File: config.mk
export PLATFORM = sky130hd
export DESIGN_NAME = loader_top
export DESIGN_NICKNAME = d
export VERILOG_FILES = /design/src/loader_pkg.sv /design/src/loader_top.sv /design/src/backup_control.sv /design/src/word_counter.sv /design/src/halfword_packer.sv /design/src/loader_fsm.sv
export SDC_FILE = /design/constraint.sdc
export NUM_CORES = 1
export LEC_CHECK = 0
export BUFFER_PORTS_ARGS = -buffer_cell sky130_fd_sc_hd__buf_2
export CORE_AREA = 10 10 105 117
export DETAILED_ROUTE_END_ITERATION = 8
export DIE_AREA = 0 0 115 127
export GPL_ROUTABILITY_DRIVEN = 1
export GPL_TIMING_DRIVEN = 0
export HOLD_SLACK_MARGIN = 0.02
export MAX_ROUTING_LAYER = met4
export PLACE_DENSITY = 0.81
export SYNTH_ARGS = -nofsm -noshare
export SYNTH_HDL_FRONTEND = slang
export SYNTH_HIERARCHICAL = 1
export SYNTH_SLANG_ARGS = --single-unit
File: constraint.sdc
create_clock -name clk_1x -period 5 [get_ports clk_1x]
set_input_delay 0.5 -clock clk_1x [delete_from_list [all_inputs] [get_ports clk_1x]]
set_output_delay 0.5 -clock clk_1x [all_outputs]
set_load 0.005 [all_outputs]
File: src/loader_pkg.sv
package loader_pkg;

	// ==================================================
	// Download targets and RAM layout
	// ==================================================

	// Low six index bits that select a target
	localparam logic [5:0] idx_pif  = 6'd0;
	localparam logic [5:0] idx_cart = 6'd1;

	// Cartridge image base byte address in RAM
	localparam logic [26:0] cart_start = 27'd8388608;

	// ==================================================
	// Vector types
	// ==================================================

	typedef logic [26:0] dl_addr_t;
	typedef logic [15:0] half_t;
	typedef logic [31:0] word_t;
	typedef logic [9:0]  pif_addr_t;
	typedef logic [26:0] ram_addr_t;
	typedef logic [23:0] cart_count_t;

	// Host download port
	typedef struct packed {
		logic       download;
		logic [7:0] index;
		dl_addr_t   addr;
		half_t      data;
		logic       wr;
	} dl_in_t;

	// Boot-ROM write port
	typedef struct packed {
		pif_addr_t addr;
		word_t     data;
		logic      en;
	} pif_wr_t;

	// RAM request port, one word per req pulse
	typedef struct packed {
		ram_addr_t addr;
		word_t     data;
		logic      req;
	} ram_req_t;

	typedef enum logic [1:0] {
		st_idle,
		st_pif,
		st_cart,
		st_cart_wait
	} load_state_t;

endpackage
File: src/loader_top.sv
module loader_top
	import loader_pkg::*;
(
	input  logic        clk_1x,
	input  logic        arst_n,
	input  dl_in_t      dl,
	input  logic        ram_ready,
	input  logic        img_mounted,
	input  logic        img_readonly,
	input  word_t       img_size,
	input  logic        load_menu,
	input  logic        save_menu,
	input  logic        osd_status,
	input  logic        autosave_off,
	output logic        ioctl_wait,
	output pif_wr_t     pif_wr,
	output ram_req_t    ram_req,
	output cart_count_t cart_words,
	output logic        cart_loaded,
	output logic        use_img,
	output logic        bk_load,
	output logic        bk_save
);

	logic        cart_download;
	logic        cart_begin;
	logic        pif_push;
	logic        cart_push;

	// ==================================================
	// Download control and data path
	// ==================================================

	loader_fsm i_loader_fsm (
		.clk_1x        (clk_1x),
		.arst_n        (arst_n),
		.dl            (dl),
		.ram_ready     (ram_ready),
		.state         (),
		.cart_download (cart_download),
		.cart_start    (cart_begin),
		.pif_push      (pif_push),
		.cart_push     (cart_push),
		.ioctl_wait    (ioctl_wait)
	);

	halfword_packer i_halfword_packer (
		.clk_1x    (clk_1x),
		.arst_n    (arst_n),
		.dl        (dl),
		.pif_push  (pif_push),
		.cart_push (cart_push),
		.pif_wr    (pif_wr),
		.ram_req   (ram_req)
	);

	// ==================================================
	// Bookkeeping
	// ==================================================

	word_counter i_word_counter (
		.clk_1x      (clk_1x),
		.arst_n      (arst_n),
		.cart_start  (cart_begin),
		.ram_ready   (ram_ready),
		.cart_words  (cart_words),
		.cart_loaded (cart_loaded)
	);

	backup_control i_backup_control (
		.clk_1x        (clk_1x),
		.arst_n        (arst_n),
		.cart_start    (cart_begin),
		.cart_download (cart_download),
		.img_mounted   (img_mounted),
		.img_readonly  (img_readonly),
		.img_size      (img_size),
		.load_menu     (load_menu),
		.save_menu     (save_menu),
		.osd_status    (osd_status),
		.autosave_off  (autosave_off),
		.use_img       (use_img),
		.bk_load       (bk_load),
		.bk_save       (bk_save)
	);

endmodule

File: src/backup_control.sv
module backup_control
	import loader_pkg::*;
(
	input  logic  clk_1x,
	input  logic  arst_n,
	input  logic  cart_start,
	input  logic  cart_download,
	input  logic  img_mounted,
	input  logic  img_readonly,
	input  word_t img_size,
	input  logic  load_menu,
	input  logic  save_menu,
	input  logic  osd_status,
	input  logic  autosave_off,
	output logic  use_img,
	output logic  bk_load,
	output logic  bk_save
);

	logic img_ok;

	// Mounted, writable and not empty
	assign img_ok = img_mounted && (img_size != '0) && !img_readonly;

	// ==================================================
	// Image usable flag
	// ==================================================

	always_ff @(posedge clk_1x or negedge arst_n) begin
		if (!arst_n) begin
			use_img <= 1'b0;
		end else if (img_ok) begin
			// Set wins over the clear from a new cartridge
			use_img <= 1'b1;
		end else if (cart_start) begin
			use_img <= 1'b0;
		end
	end

	// ==================================================
	// Backup requests
	// ==================================================

	// Reload from menu, or when a cartridge arrives with an image mounted
	assign bk_load = load_menu || (cart_download && img_mounted);

	// Save from menu, or on OSD open unless autosave is off
	assign bk_save = save_menu || (osd_status && !autosave_off);

endmodule

File: src/word_counter.sv
module word_counter
	import loader_pkg::*;
(
	input  logic        clk_1x,
	input  logic        arst_n,
	input  logic        cart_start,
	input  logic        ram_ready,
	output cart_count_t cart_words,
	output logic        cart_loaded
);

	logic at_max;

	// Count sticks at all ones
	assign at_max = &cart_words;

	// ==================================================
	// Accepted word count
	// ==================================================

	always_ff @(posedge clk_1x or negedge arst_n) begin
		if (!arst_n) begin
			cart_words <= '0;
		end else if (cart_start) begin
			// New image, count restarts
			cart_words <= '0;
		end else if (ram_ready && !at_max) begin
			cart_words <= cart_words + cart_count_t'(1);
		end
	end

	// ==================================================
	// Loaded flag
	// ==================================================

	// Stays set until the next reset
	always_ff @(posedge clk_1x or negedge arst_n) begin
		if (!arst_n) begin
			cart_loaded <= 1'b0;
		end else if (cart_start) begin
			cart_loaded <= 1'b1;
		end
	end

endmodule

File: src/halfword_packer.sv
module halfword_packer
	import loader_pkg::*;
(
	input  logic     clk_1x,
	input  logic     arst_n,
	input  dl_in_t   dl,
	input  logic     pif_push,
	input  logic     cart_push,
	output pif_wr_t  pif_wr,
	output ram_req_t ram_req
);

	pif_addr_t pif_addr;
	word_t     pif_data;
	logic      pif_en;
	ram_addr_t ram_addr;
	word_t     ram_data;
	logic      ram_strobe;

	// Boot ROM expects each halfword with its bytes swapped
	function automatic half_t swap_bytes(input half_t h);
		return {h[7:0], h[15:8]};
	endfunction

	// ==================================================
	// Boot ROM word
	// ==================================================

	always_ff @(posedge clk_1x) begin
		if (pif_push) begin
			if (!dl.addr[1]) begin
				pif_data[31:16] <= swap_bytes(dl.data);
				// Index bit 6 selects the upper ROM half
				pif_addr        <= {dl.index[6], dl.addr[10:2]};
			end else begin
				pif_data[15:0] <= swap_bytes(dl.data);
			end
		end
	end

	// ==================================================
	// Cartridge word
	// ==================================================

	always_ff @(posedge clk_1x) begin
		if (cart_push) begin
			if (!dl.addr[1]) begin
				ram_data[15:0] <= dl.data;
				ram_addr       <= dl.addr + cart_start;
			end else begin
				ram_data[31:16] <= dl.data;
			end
		end
	end

	// Write pulses, one cycle after the high half
	always_ff @(posedge clk_1x or negedge arst_n) begin
		if (!arst_n) begin
			pif_en     <= 1'b0;
			ram_strobe <= 1'b0;
		end else begin
			pif_en     <= pif_push && dl.addr[1];
			ram_strobe <= cart_push && dl.addr[1];
		end
	end

	assign pif_wr  = '{addr: pif_addr, data: pif_data, en: pif_en};
	assign ram_req = '{addr: ram_addr, data: ram_data, req: ram_strobe};

endmodule

File: src/loader_fsm.sv
module loader_fsm
	import loader_pkg::*;
(
	input  logic        clk_1x,
	input  logic        arst_n,
	input  dl_in_t      dl,
	input  logic        ram_ready,
	output load_state_t state,
	output logic        cart_download,
	output logic        cart_start,
	output logic        pif_push,
	output logic        cart_push,
	output logic        ioctl_wait
);

	load_state_t state_next;
	logic [5:0]  target;
	logic        high_half;

	// Target is picked by the low six index bits only
	assign target    = dl.index[5:0];
	assign high_half = dl.addr[1];

	// ==================================================
	// Next state
	// ==================================================

	always_comb begin
		state_next = state;
		case (state)
			st_idle: begin
				if (dl.download && (target == idx_pif)) begin
					state_next = st_pif;
				end else if (dl.download && (target == idx_cart)) begin
					state_next = st_cart;
				end
			end
			st_pif: begin
				if (!dl.download) begin
					state_next = st_idle;
				end
			end
			st_cart: begin
				if (!dl.download) begin
					state_next = st_idle;
				end else if (cart_push && high_half) begin
					// Word complete, hold host until RAM takes it
					state_next = st_cart_wait;
				end
			end
			st_cart_wait: begin
				if (!dl.download) begin
					state_next = st_idle;
				end else if (ram_ready) begin
					state_next = st_cart;
				end
			end
			default: begin
				state_next = st_idle;
			end
		endcase
	end

	// ==================================================
	// State register
	// ==================================================

	always_ff @(posedge clk_1x or negedge arst_n) begin
		if (!arst_n) begin
			state      <= st_idle;
			cart_start <= 1'b0;
		end else begin
			state <= state_next;
			// One cycle high on the first cycle of a new cartridge mode
			cart_start <= (state == st_idle) && (state_next == st_cart);
		end
	end

	// Mode flags and qualified write strobes
	assign cart_download = (state == st_cart) || (state == st_cart_wait);
	assign pif_push      = dl.wr && (state == st_pif);
	assign cart_push     = dl.wr && (state == st_cart);

	// Host is stalled for exactly the time a word sits with the RAM
	assign ioctl_wait = (state == st_cart_wait);

endmodule

==> qor.yml, run 1 <==
p_int_uw: 2150
wirelength_um: 13300
clockBufferDepth: 2
synth_top_family_by_area: "simple AND/OR/NAND/NOR gates"
async_flop_share_pct: 23.5
tightestPinTransition_ps: 865
setup_violations: 0
maxSlewViolCount: 0
period_minus_slack_ps: 1990
drive_gt1_share_pct: 51.0
hold_path_class: "in -> async"
synth_xor_area_share_pct: 3.07
clock.fmax_mhz: 502
drc_errors: 0
antenna_found_initial: 0
syn_inst: 293
post_cts_buffers: 0
avgSynthCellArea_um2: 16.6
dpl.hpwl_um: 10100
globalRoute.totalOverflow: 0
cp.required_ps: 5340
grt_max_degree: 36
finalSetupTns_ps: 0
port_buffers: 224
wire_per_inst_um: 19.8
final_nets: 633
muxShareOfSynthArea_pct: 0.413
io_pins: 226
clk_root_buffer_cell: "clkbuf_16"
clock_latency_ps: 410
power_density_nw_per_um2: 405
yosys.area_share.simple_pct: 11.5
areaGrowthSynthToFinish_pct: 39.9
place_area_um2: 6160
switchingPower_uw: 600
netlist_area_um2: 4850
power_frac_clock_pct: 47.6
fin_crit_sh_pct: 39.9
grt_pass1_wl_um: 20300
drt-vias-per-instance: 5.16
fin_skew_ps: 9.01
yosysSeqAreaShare_pct: 78.5
rsz0062_at_grt: "no"
p_comb_share_pct: 6.7
final_common_cell: "buf_2"
power_uw: 2750
path_clk_slew_ps: 60
slew_headroom_pct: 42.2
peakVddDrop_v: 0.000254
synthAdderAreaFrac_pct: 0.516
hold_viol: 0
finish.utilization_pct: 67.5
cp_max_fo: 7
core_area_um2: 10100
wl_met3_um: 1310
critPathArrivalTime_ps: 2340
routed-wl-met2_um: 6770
p_leak_uw: 0.00292
antenna_cells: 0
wl_met1_um: 5050
die_y_um: 127
ys_ff_latch: 132
status: "finished, final reports clean"
synthesis.nets: 389
end_kind: "register"
ctsResizeCount: 0
cts_buffers: 17
gp_congestion: 0.892
die-area_um2: 14600
p_sw_share_pct: 21.9
synth_compound_area_share_pct: 4.38
clock_sinks: 132
antenna_left: 0
synth_cell_types: 42
fillCellCount: 705
top_layer_used: "met4"
max-cap-violations: 0
cts_htree_levels: 4
synth_edf_count: 101
seqPwrFrac_pct: 45.7
ys.flop_type: "edfxtp_1"
drtIter0Drc: 153
cts-hold-fix-buffers: 0
num_rows: 39
initial_core_util_pct: 48.3
vias: 3468
start_kind: "register"
die_w_um: 115
critical_path_class: "reg -> reg"
layout_common_cells: "228 x buf_2, 101 x edfxtp_1, 31 x dfrtp_1"
grt_pass1_vias: 3614
finish.instance_area_um2: 6790
grt_use_total_pct: 18.4
yosysWarningCount: 6
dr.pass1.iters: 4
tritoncts: "done"
## power groups by stage
stage / Combinational [µW] / Sequential (µW) / Clock (µW)
final: 184 / 1260 / 1310
after global routing: 212 / 1260 / 1370
after CTS: 188 / 1250 / 1330
after detailed placement: 187 / 1280 / 0
after global placement: 178 / 1270 / 0
after floorplan: 78.0 / 1270 / 0
## cell type report
type	count	area (µm²)	area share, %
multi-input cells	145	978	14.4
flip-flops and latches	132	3810	56.1
clock inverters	14	199	2.93
clock buffers	17	425	6.27
well taps	123	154	2.27
plain buffers	11	61.3	0.903
inverters	5	18.8	0.277
repair buffers	225	1140	16.8
## metrics by stage
| stage | setup slack (ps) | hold slack [ps] | std cells |
|---|---|---|---|
| 2_1_floorplan | 1960 | 204 | 293 |
| 3_3_place_gp | 950 | 438 | 640 |
| 3_5_place_dp | 3030 | 464 | 641 |
| 4_1_cts | 3010 | 150 | 672 |
| 5_1_grt | 2890 | 168 | 672 |
| 6_report | 3010 | 130 | 672 |
## registers in the layout (all words and copies together), names as in the netlist, 2 cells and up
signal / flops
i_halfword_packer/pif_data: 32
i_halfword_packer/ram_data: 32
i_halfword_packer/pif_addr: 10
i_loader_fsm/state: 2
i_halfword_packer/ram_addr: 27
i_word_counter/cart_words: 24
## cell usage after synthesis (5+ instances only)
cell	count	area, µm²
a21oi_1	8	40.0
and3_1	6	37.5
dfrtp_1	31	776
edfxtp_1	101	3030
inv_1	5	18.8
nand2_1	14	52.6
nand3_1	7	35.0
nand4_1	7	43.8
nor2_1	20	75.1
nor4_1	7	43.8
nor4_2	5	62.6
xnor2_1	9	78.8
xor2_1	8	70.1
## worst max-delay path, stage by stage, from the launching register on
cell and delay, ps:
dfrtp_1 420, ha_1 260, and4_1 260, and3_4 180
a21o_4 240, or4_1 420, a21oi_1 150
## metal layers
layer,vias to the layer above,GRT usage (%)
li1,1611,-
met1,1651,20.8
met2,189,29.6
met3,17,6.13
met4,0,6.85
met5,-,-
## kinds of logic after synthesis
group,Yosys count
DFF,132
adders and majority gates,2
buffers and inverters,16
xor gates and xnor gates,17
AOI/OAI and AO/OA,31
muxes,2
and+or+nand+nor,93
## final timing paths
check                                                  start                             to  slack (ps)  cells after the start
worst min-delay path                                  arst_n  i_word_counter/cart_words[13]         130                      1
max in group asynchronous                             arst_n   i_halfword_packer/ram_strobe        4400                      1
worst max-delay path            i_word_counter/cart_words[0]  i_word_counter/cart_words[11]        3010                      6
min in group clk_1x                                   dl[50]  i_halfword_packer/pif_addr[9]         260                      1
worst max register to register  i_word_counter/cart_words[0]  i_word_counter/cart_words[11]        3010                      6
worst min register to register       i_loader_fsm/cart_start       i_backup_control/use_img         470                      1
Note: power is estimated with default switching activity, not from simulation.
==> run 2, diff against run 1 <==
--- a/config.mk
+++ b/config.mk
@@ -6,14 +6,14 @@
 export NUM_CORES = 1
 export LEC_CHECK = 0
 export BUFFER_PORTS_ARGS = -buffer_cell sky130_fd_sc_hd__buf_2
-export CORE_AREA = 10 10 105 117
+export CORE_AREA = 10 10 109 121
 export DETAILED_ROUTE_END_ITERATION = 8
-export DIE_AREA = 0 0 115 127
+export DIE_AREA = 0 0 119 131
 export GPL_ROUTABILITY_DRIVEN = 1
 export GPL_TIMING_DRIVEN = 0
 export HOLD_SLACK_MARGIN = 0.02
 export MAX_ROUTING_LAYER = met4
-export PLACE_DENSITY = 0.81
+export PLACE_DENSITY = 0.75
 export SYNTH_ARGS = -nofsm -noshare
 export SYNTH_HDL_FRONTEND = slang
 export SYNTH_HIERARCHICAL = 1
==> constraint.sdc (replaced) <==
create_clock -name clk_1x -period 2.05 [get_ports clk_1x]
set_input_delay 0.205 -clock clk_1x [delete_from_list [all_inputs] [get_ports clk_1x]]
set_output_delay 0.205 -clock clk_1x [all_outputs]
set_load 0.005 [all_outputs]
==> run 2 against run 1 <==
Against the previous run:
- critical path depth unchanged
- die area rose by 6.7%
- setup slack got worse by 2900 ps
- final area is 4.9% higher
- total power up 130%
- via count grew 6.3%
- sequential share of layout area is 2.6 points lower
- clock-buffer cell count is 1 higher
- clock power up 110%
- clock skew rose by 1.2 ps
- sequential cell count unchanged
- critical endpoint unchanged
- largest cell class unchanged
==> qor.yml, run 2 (same netlist as run 1, synthesis figures left out) <==
grt_pass1_wl_um: 21200  # +4.4%
clock.fmax_mhz: 515  # +2.6%
fin_skew_ps: 10.2  # +1.22 ps
grt_use_total_pct: 18.1  # -0.26 points
antenna_cells: 0  # unchanged
wl_met3_um: 1170  # -11%
finish.instance_area_um2: 7120  # +4.9%
hold_path_class: "in -> reg"
start_kind: "register"
place_area_um2: 6170  # +0.16%
power_density_nw_per_um2: 894  # +120%
dpl.hpwl_um: 9740  # -3.3%
port_buffers: 224  # unchanged
wirelength_um: 13900  # +4.0%
initial_core_util_pct: 45.3  # -3.0 points
setup_violations: 0  # unchanged
power_uw: 6360  # +130%
cts_htree_levels: 4  # unchanged
critical_path_class: "reg -> reg"
hold_viol: 0  # unchanged
power_frac_clock_pct: 43.8  # -3.8 points
drt-vias-per-instance: 5.03  # -2.5%
layout_common_cells: "228 x buf_2, 101 x edfxtp_1, 36 x dlygate4sd3_1"
critPathLaunch: "i_word_counter/cart_words[0]"
p_sw_share_pct: 22.8  # +0.91 points
top_regs: "i_halfword_packer/pif_data: 32 flops, i_halfword_packer/ram_data: 32 flops, i_halfword_packer/ram_addr: 27 flops"
hold_start: "dl[7]"
clock_sinks: 132  # unchanged
die_y_um: 131  # +3.1%
status: "finished, final reports clean"
final_nets: 669  # +5.7%
p_leak_uw: 0.00303  # +3.6%
vias: 3687  # +6.3%
wire_per_inst_um: 18.9  # -4.7%
drc_errors: 0  # unchanged
tightestPinTransition_ps: 847  # -18.6 ps
core_area_um2: 10700  # +6.5%
fin_crit_sh_pct: 94.8  # +55 points
top_layer_used: "met4"
die-area_um2: 15600  # +6.7%
critPathArrivalTime_ps: 2270  # -70 ps
gp_congestion: 0.878  # -1.6%
antenna_found_initial: 0  # unchanged
die_w_um: 119  # +3.5%
r2r_start: "i_word_counter/cart_words[0]"
fillCellCount: 787  # +12%
slew_headroom_pct: 43.5  # +1.4 points
max-cap-violations: 0  # unchanged
post_cts_buffers: 0  # unchanged
clk_root_buffer_cell: "clkbuf_16"
drive_gt1_share_pct: 48.5  # -2.5 points
seqPwrFrac_pct: 48.2  # +2.5 points
drtIter0Drc: 248  # +62%
io_pins: 226  # unchanged
grt_max_degree: 32  # -11%
peakVddDrop_v: 0.000625  # +150%
maxSlewViolCount: 0  # unchanged
grt_pass1_vias: 3794  # +5.0%
place_ws_ps: -84.1  # -3110 ps
end_kind: "register"
routed-wl-met2_um: 6740  # -0.35%
cp_max_fo: 7  # unchanged
clock_latency_ps: 400  # about the same
globalRoute.totalOverflow: 0  # unchanged
period_minus_slack_ps: 1940  # -50.6 ps
fin_ws_ps: 107  # -2900 ps
cp.required_ps: 2380  # -2960 ps
path_clk_slew_ps: 60  # about the same
wl_met1_um: 5820  # +15%
switchingPower_uw: 1450  # +140%
clockBufferDepth: 2  # unchanged
antenna_left: 0  # unchanged
final_common_cell: "buf_2"
tritoncts: "done"
rsz0062_at_grt: "no"
areaGrowthSynthToFinish_pct: 46.8
p_comb_share_pct: 8.1  # +1.4 points
dr.pass1.iters: 4  # unchanged
num_rows: 40  # +2.6%
cts_buffers: 17  # unchanged
p_int_uw: 4910  # +130%
run 2: cell count changes in the layout (fill, tap and decap cells not counted), moves of 2 or more:
cell,before,now
bufinv_16,4,1
clkinv_4,0,2
clkinvlp_4,3,5
dlygate4sd3_1,0,36
inv_6,6,4
nor4_1,7,5
nor4_2,5,7
run 2: power groups by stage:
stage,logic (µW),clock network [µW],registers [µW]
floorplan,190,0,3110
global placement,431,0,3110
detailed placement,453,0,3110
CTS,511,2830,3060
global route,574,2980,3080
finish,512,2790,3070
run 2: layer usage:
layer | up-vias | global-route usage, %
li1 | 1688 | -
met1 | 1780 | 21.3
met2 | 208 | 29.1
met3 | 11 | 6.35
met4 | 0 | 5.25
met5 | - | -
run 2: repair_timing:
item / 4_1_cts / 5_1_grt
hold endpoints to repair: 103 / 0
setup endpoints to repair: 43 / 20
hold buffers: 36 / 0
gates cloned: 1 / 0
resized for setup: 1 / 5
run 2: final cells by class:
cell class	count	area, µm²	area share [%]
clock inverter	14	129	1.81
tap	147	184	2.58
multi-input combinational	146	1010	14.2
sequential	132	3810	53.5
clock buffer	18	429	6.03
timing repair buffer	260	1480	20.8
inverter	5	18.8	0.264
buffer	11	61.3	0.861
run 2: worst paths after layout:
check / slack [ps] / depth (start not counted) / end
worst max-delay path: 110 / 6 / i_word_counter/cart_words[11]
worst min-delay path: 40 / 1 / i_halfword_packer/ram_data[22]
worst max register to register: 110 / 6 / i_word_counter/cart_words[11]
worst min register to register: 460 / 1 / i_backup_control/use_img
max in group asynchronous: 1220 / 2 / i_backup_control/use_img
min in group asynchronous: 370 / 2 / i_word_counter/cart_words[6]
run 2: worst max-delay path: stages, from the launching register on:
cell and delay, ps:
dfrtp_1 420, ha_2 230, and4_1 250, and3_4 180, a21o_4 240, or4_1 400
a21oi_1 150
run 2: through the flow:
stage / std cells / setup TNS, ps / hold slack, ps / utilization (%)
floorplan: 293 / 0 / -90.6 / -
global placement: 664 / -5090 / 284 / 57.6
detailed placement: 664 / -3490 / 291 / 57.6
CTS: 733 / 0 / 23.7 / 66.3
global route: 733 / 0 / 20.6 / 66.5
finish: 733 / 0 / 36.0 / 66.5
